[src/design/workgroup_pkg.sv]
package workgroup_pkg;

    // Datapath sizes
    localparam int DATA_W = 32;
    localparam int ADDR_W = 16;              // Word address
    localparam int APB_AW = 8;               // Debug register byte offset

    // Memory request from a core or the debug port
    typedef struct packed {
        logic valid;
        logic we;                            // 1 = write
        logic [ADDR_W-1:0] addr;
        logic [DATA_W-1:0] wdata;
    } mem_req_t;

    // Memory response, a one-cycle pulse
    typedef struct packed {
        logic valid;
        logic err;                           // Address out of range
        logic [DATA_W-1:0] rdata;
    } mem_resp_t;

    typedef struct packed {
        logic psel;
        logic penable;
        logic pwrite;
        logic [APB_AW-1:0] paddr;
        logic [DATA_W-1:0] pwdata;
    } apb_req_t;

    typedef struct packed {
        logic pready;
        logic pslverr;
        logic [DATA_W-1:0] prdata;
    } apb_resp_t;

    // Debug register map
    localparam logic [APB_AW-1:0] DBG_ADDR = 8'h00;
    localparam logic [APB_AW-1:0] DBG_WDATA = 8'h04;
    localparam logic [APB_AW-1:0] DBG_CMD = 8'h08;      // Bit 0 selects write
    localparam logic [APB_AW-1:0] DBG_STATUS = 8'h0C;   // Bit 0 busy, bit 1 error
    localparam logic [APB_AW-1:0] DBG_RDATA = 8'h10;

endpackage: workgroup_pkg
[src/design/dbg_apb_port.sv]
`timescale 1ns/1ps

module dbg_apb_port (
    input logic i_clk,
    input logic i_rst_n,
    input workgroup_pkg::apb_req_t i_apb_req,
    output workgroup_pkg::apb_resp_t o_apb_resp,
    output workgroup_pkg::mem_req_t o_mem_req,              // Arbiter slot CPU_NUM
    input workgroup_pkg::mem_resp_t i_mem_resp
);

import workgroup_pkg::*;

logic [ADDR_W-1:0] r_addr;
logic [DATA_W-1:0] r_wdata;
logic [DATA_W-1:0] r_rdata;
logic r_err;
mem_req_t r_req;                                            // valid doubles as busy
logic w_access;
logic w_wr;
logic w_known;
logic w_cmd_wr;
logic w_cmd_go;
logic [DATA_W-1:0] w_rdata;

assign w_access = i_apb_req.psel && i_apb_req.penable;
assign w_wr = w_access && i_apb_req.pwrite;
assign w_cmd_wr = w_wr && (i_apb_req.paddr == DBG_CMD);
assign w_cmd_go = w_cmd_wr && !r_req.valid;

// Register read mux
always_comb begin
    w_known = 1'b1;
    w_rdata = '0;
    case (i_apb_req.paddr)
        DBG_ADDR: w_rdata = DATA_W'(r_addr);
        DBG_WDATA: w_rdata = r_wdata;
        DBG_CMD: w_rdata = DATA_W'(r_req.we);
        DBG_STATUS: w_rdata = DATA_W'({r_err, r_req.valid});
        DBG_RDATA: w_rdata = r_rdata;
        default: w_known = 1'b0;                            // Reads as zero
    endcase
end

// Zero wait states
always_comb begin
    o_apb_resp.pready = 1'b1;
    o_apb_resp.pslverr = w_access && (!w_known || (w_cmd_wr && r_req.valid));
    o_apb_resp.prdata = w_rdata;
end

always_ff @(posedge i_clk or negedge i_rst_n) begin
    if (!i_rst_n) begin
        r_addr <= '0;
        r_wdata <= '0;
        r_rdata <= '0;
        r_err <= 1'b0;
        r_req <= '0;
    end else begin
        if (w_wr && i_apb_req.paddr == DBG_ADDR) begin
            r_addr <= i_apb_req.pwdata[ADDR_W-1:0];
        end
        if (w_wr && i_apb_req.paddr == DBG_WDATA) begin
            r_wdata <= i_apb_req.pwdata;
        end

        if (w_cmd_go) begin
            // Snapshot so later register writes leave the request alone
            r_req.valid <= 1'b1;
            r_req.we <= i_apb_req.pwdata[0];
            r_req.addr <= r_addr;
            r_req.wdata <= r_wdata;
        end else if (r_req.valid && i_mem_resp.valid) begin
            r_req.valid <= 1'b0;
            r_err <= i_mem_resp.err;
            if (!r_req.we) begin
                r_rdata <= i_mem_resp.rdata;
            end
        end
    end
end

assign o_mem_req = r_req;

a_req_stable: assert property (@(posedge i_clk) disable iff (!i_rst_n)
    o_mem_req.valid && !i_mem_resp.valid |=> $stable(o_mem_req))
    else $error("debug request changed while waiting");

a_resp_busy: assert property (@(posedge i_clk) disable iff (!i_rst_n)
    i_mem_resp.valid |-> o_mem_req.valid)
    else $error("debug response without a pending access");

endmodule: dbg_apb_port

[config.mk]
export PLATFORM = sky130hd
export DESIGN_NAME = dbg_apb_port
export DESIGN_NICKNAME = d
export VERILOG_FILES = /design/src/design/workgroup_pkg.sv /design/src/design/dbg_apb_port.sv
export SDC_FILE = /design/constraint.sdc
export NUM_CORES = 1
export LEC_CHECK = 0
export BUFFER_PORTS_ARGS = -buffer_cell sky130_fd_sc_hd__buf_2
export CAP_MARGIN = 20
export CORE_MARGIN = 3
export CORE_UTILIZATION = 40
export DETAILED_ROUTE_END_ITERATION = 8
export PLACE_DENSITY = 0.75
export SLEW_MARGIN = 20
export SYNTH_ARGS = -nofsm -noshare
export SYNTH_HDL_FRONTEND = slang
export SYNTH_SLANG_ARGS = --single-unit
[constraint.sdc]
create_clock -name i_clk -period 2.7 [get_ports i_clk]
set_clock_uncertainty 0.15 [all_clocks]
set_input_delay 0.135 -clock i_clk [delete_from_list [all_inputs] [get_ports i_clk]]
set_output_delay 0.135 -clock i_clk [all_outputs]
set_load 0.005 [all_outputs]
**After elaboration in Yosys (flattened, before gate mapping)**

Cells that the tools add are included.

- Eq/ne operators: 4
- Reduce and logical (&&, ||, !) cells: 17
- Bitwise gates (word level): 2
- Muxes and demuxes: 4

Operator list:

| operator | number |
|---|---|
| $pmux 32 s5 | 1 |
| $eq 8x4->1 const B | 2 |
| $logic_and 1x1->1 | 9 |
| $eq 8x3->1 const B | 1 |
| $eq 8x5->1 const B | 1 |
| $logic_not 8->1 | 1 |
| $reduce_or 5->1 | 1 |
| $mux 1 | 3 |
| $reduce_and 3->1 | 1 |
| $logic_not 1->1 | 2 |
| $not 1->1 | 2 |
| $reduce_and 2->1 | 1 |
| $reduce_bool 2->1 | 1 |
| $logic_or 1x1->1 | 1 |

- Input port bits: 79
- Register bits: 131
- Output and inout bits: 84

**Logic depth before layout (Yosys ltp)**

- Depth after elaboration: 6
- Depth in mapped cells: 6

**Worst setup path before layout**

Ideal clock, no wire load.

- Path kind: input to register
- Start: input port i_apb_req[37] (netlist name)
- End: register r_addr[10]
- Data required time: 2.425 ns
- Stages on the path: 5
- Path buffers: 1
- Arrival: 1.506 ns
- Setup slack: 0.920 ns
- Cell sequence: or4_4 > nor3_4 > nand3_4 > buf_6 > mux2_2

- Cells in the longest elaborated chain, start to end: 2

RTL lines:

| what | line | RTL |
|---|---|---|
| from (decl) | dbg_apb_port.sv:6 | `input workgroup_pkg::apb_req_t i_apb_req,` |
| $logic_not 8->1 | dbg_apb_port.sv:60 | `if (w_wr && i_apb_req.paddr == DBG_ADDR) begin` |
| $logic_and 1x1->1 | dbg_apb_port.sv:60 |  |
| to (signal assigned) | dbg_apb_port.sv:61 | `r_addr <= i_apb_req.pwdata[ADDR_W-1:0];` |
| to (decl) | dbg_apb_port.sv:14 | `logic [ADDR_W-1:0] r_addr;` |

Every way passes these cells.
A chain may end at the register's enable or synchronous reset.

==> key figures <==
Critical path
  – Element type at the critical path end: output port
  – CP max stage delay: 0.57 ns
  – CP Cell Sequence: buf_2, or4_4, nor4_4, buf_4, a22o_1, buf_2
  – Worst path arrival time: 1.85 ns
  – Most used cell, CP: buf_2
  – Worst Setup Start Kind: primary input
  – Slowest cell on crit path: or4_4
  – CP Class: in -> out
  – Critical Path RT: 2.41 ns
  – Worst Path Max Fanout: 15
  – Length in cells of the worst reg-to-reg path: 3

Synth
  – Most area-hungry cell type in the Yosys netlist: dfrtp_1
  – Synth unique cells: 32
  – Net Count, Synth: 454
  – Cell area after synthesis: 5490 sq um
  – Flops & latches, synth: 131
  – Register area share after synthesis: 0.598
  – Top-area cell type share of the netlist area: 0.598
  – Synth warnings: 0
  – Cells after Synth: 375
  – Synth area leaders: dfrtp_1 60%, mux2_2 27%, a22o_1 2.6%, nand2_1 2.0%, a22oi_1 1.9%
  – Syn Area/Cell: 14.6 sq um

Power and ir drop
  – Peak supply drop: 344 uV
  – PwrDens: 576 nW/um^2
  – Pleak: 4.16 nW

Status
  – Status: completed

Timing
  – Final Hold Fails: 0
  – Worst-margin pin slew: 0.959 ns
  – Minimum clock period: 2.13 ns
  – Highest Clock Rate: 469 MHz
  – Final setup fails: 0
  – Setup TNS: 0 ns
  – Fin. max-slew vios: 0
  – Tcrit/Tclk final: 0.790
  – RSZ-0062 raised after global routing: no
  – Rel. slew slack: 0.361

Global routing
  – Number of global-route vias before repair: 4228
  – Pin count of the biggest net entering global routing: 53
  – First-pass GRT wire length: 21.2 mm
  – Initial antenna violation count: 0
  – Global route overflow: 0
  – Tot GR Track Use: 0.184

Job
  – Total of max-cap violations: 0

Finish
  – Diodes inserted: 0
  – P&R area growth vs syn: 40.2%
  – Share of cells above drive strength 1: 0.540
  – # nets final: 688
  – Fillers: 1108
  – Post-layout util: 0.576

Clocking
  – Worst skew pair latency: 0.40 ns
  – CTS buffer count: 17
  – CTS tree: yes
  – Post-CTS Setup Bufs: 0
  – H-Tree Depth: 4
  – CTS Root Cell: clkbuf_16
  – Clock sinks: 131
  – Clock-pin slew on the worst setup and hold paths: 0.05 ns
  – Clock tree buffer depth: 2

Placement
  – GP Congestion: 0.832
  – IO Port Bufs: 161
  – Post-DP HPWL: 9.01 mm

Floorplan
  – I/O Pins: 163
  – Starting Density: 0.411
  – Core Area: 13300 sq um
  – Die Width: 123 microns
  – Die Y: 123 microns
  – Die ar.: 15200 sq um
  – # rows: 42

Route
  – DR vias: 3969
  – Post-DRT Antenna Nets: 0
  – DRT Wirelength: 13.8 mm
  – # DRC: 0
  – Drt pass-1 iters: 4
  – First-iteration detailed-routing DRC count: 152
  – Vias per cell: 4.99
  – WL per Instance: 17.4 microns

Hold path
  – Hold crit path type: in -> async
-- worst max-delay path, delay by kind of cell --
kind	cells	cell delay, ns
AND/OR/NAND/NOR	2	0.98
AO/OA/AOI/OAI	1	0.17
buffers and inverters	3	0.55
-- report_power, final --
| group | internal (mW) | switching [mW] | total, mW |
|---|---|---|---|
| Combinational | 0.156 | 0.103 | 0.259 |
| Sequential | 2.02 | 0.0334 | 2.05 |
| Clock | 1.34 | 0.773 | 2.12 |
-- synth_stat cells (all sizes together) --
| library cell | count |
|---|---|
| a21oi | 1 |
| and3 | 4 |
| nand2b | 1 |
| a22oi | 14 |
| buf | 14 |
| mux2 | 130 |
| dfrtp | 131 |
| o21ai | 2 |
| mux2i | 2 |
| nor3 | 1 |
| nand2 | 29 |
| a22o | 16 |
| nor3b | 2 |
| clkbuf | 9 |
| nor4b | 1 |
| or4 | 1 |
| a221o | 1 |
| inv | 2 |
| nor4 | 2 |
| or2 | 1 |
| conb | 1 |
| nor2 | 4 |
| nand4b | 1 |
| a31oi | 1 |
| nand3 | 3 |
| a222oi | 1 |
-- repair_timing --
action                                 4_1_cts  5_1_grt
hold buffers                                67        0
resized for setup                            0        0
endpoints found under the hold margin      132        0
-- final cells by class --
cell class	instances	area (sq um)	share of cell area
well taps	176	220	0.0286
inverters	2	7.51	0.000976
clock inverters	5	52.6	0.00683
clock buffers	24	492	0.0639
multi-input cells	219	2070	0.270
flip-flops and latches	131	3280	0.426
repair buffers	238	1570	0.204
-- metrics by stage --
stage | cells | hold WS [ns] | power (mW) | setup slack, ns | instance area (sq um)
2_1_floorplan | 375 | -0.311 | 2.14 | 0.920 | 5490
3_3_place_gp | 699 | 0.0623 | 2.26 | 0.529 | 6480
3_5_place_dp | 699 | 0.0670 | 2.27 | 0.475 | 6480
4_1_cts | 795 | 0.167 | 4.49 | 0.606 | 7690
5_1_grt | 795 | 0.209 | 4.61 | 0.508 | 7690
6_report | 795 | 0.159 | 4.43 | 0.567 | 7690
-- kinds of logic after synthesis --
group	count (synthesis)	share of synthesized area
flops	131	0.598
buf+inv	25	0.0269
other cells	1	0.000684
mux	132	0.271
simple gates	50	0.0520
compound gates	36	0.0522
-- flip-flops by register name (all words and copies together), names as in the netlist --
signal / flops
o_mem_req: 50
r_rdata: 32
r_wdata: 32
r_addr: 16
r_err: 1
-- layer usage --
| layer | global-route usage | vias to the layer above | share of wire |
|---|---|---|---|
| met5 | 0 | - | 0 |
| met4 | 0.0706 | 0 | 0.010 |
| met3 | 0.0439 | 10 | 0.055 |
| met2 | 0.310 | 125 | 0.50 |
| met1 | 0.230 | 2020 | 0.43 |
| li1 | - | 1814 | - |
-- cell usage in the layout (no fill, tap or decap), drive strengths merged, types with 2 or more instances in the layout --
master,Yosys,final
a22o,16,16
nor2,4,4
nor3b,2,2
dfrtp,131,131
clkbuf,9,24
mux2,130,130
mux2i,2,2
clkinv,0,3
buf,14,171
o21ai,2,2
inv,2,2
a22oi,14,14
nand2,29,29
nor4,2,2
dlygate4sd3,0,67
nand3,3,3
and3,4,4
-- final timing paths --
check / from / to / slack, ns
max in group asynchronous: i_rst_n / o_mem_req[45]$_DFFE_PN0P_ / 1.42
max: i_apb_req[37] / o_apb_resp[18] / 0.57
min reg2reg: o_mem_req[1]$_DFFE_PN0P_ / o_mem_req[1]$_DFFE_PN0P_ / 0.35
min: i_rst_n / o_mem_req[33]$_DFFE_PN0P_ / 0.16
min in group i_clk: i_apb_req[38] / r_addr[3]$_DFFE_PN0P_ / 0.27
max reg2reg: o_mem_req[49]$_DFFE_PN0P_ / r_rdata[8]$_DFFE_PN0P_ / 0.66
Note: power is estimated with default switching activity, not from simulation.
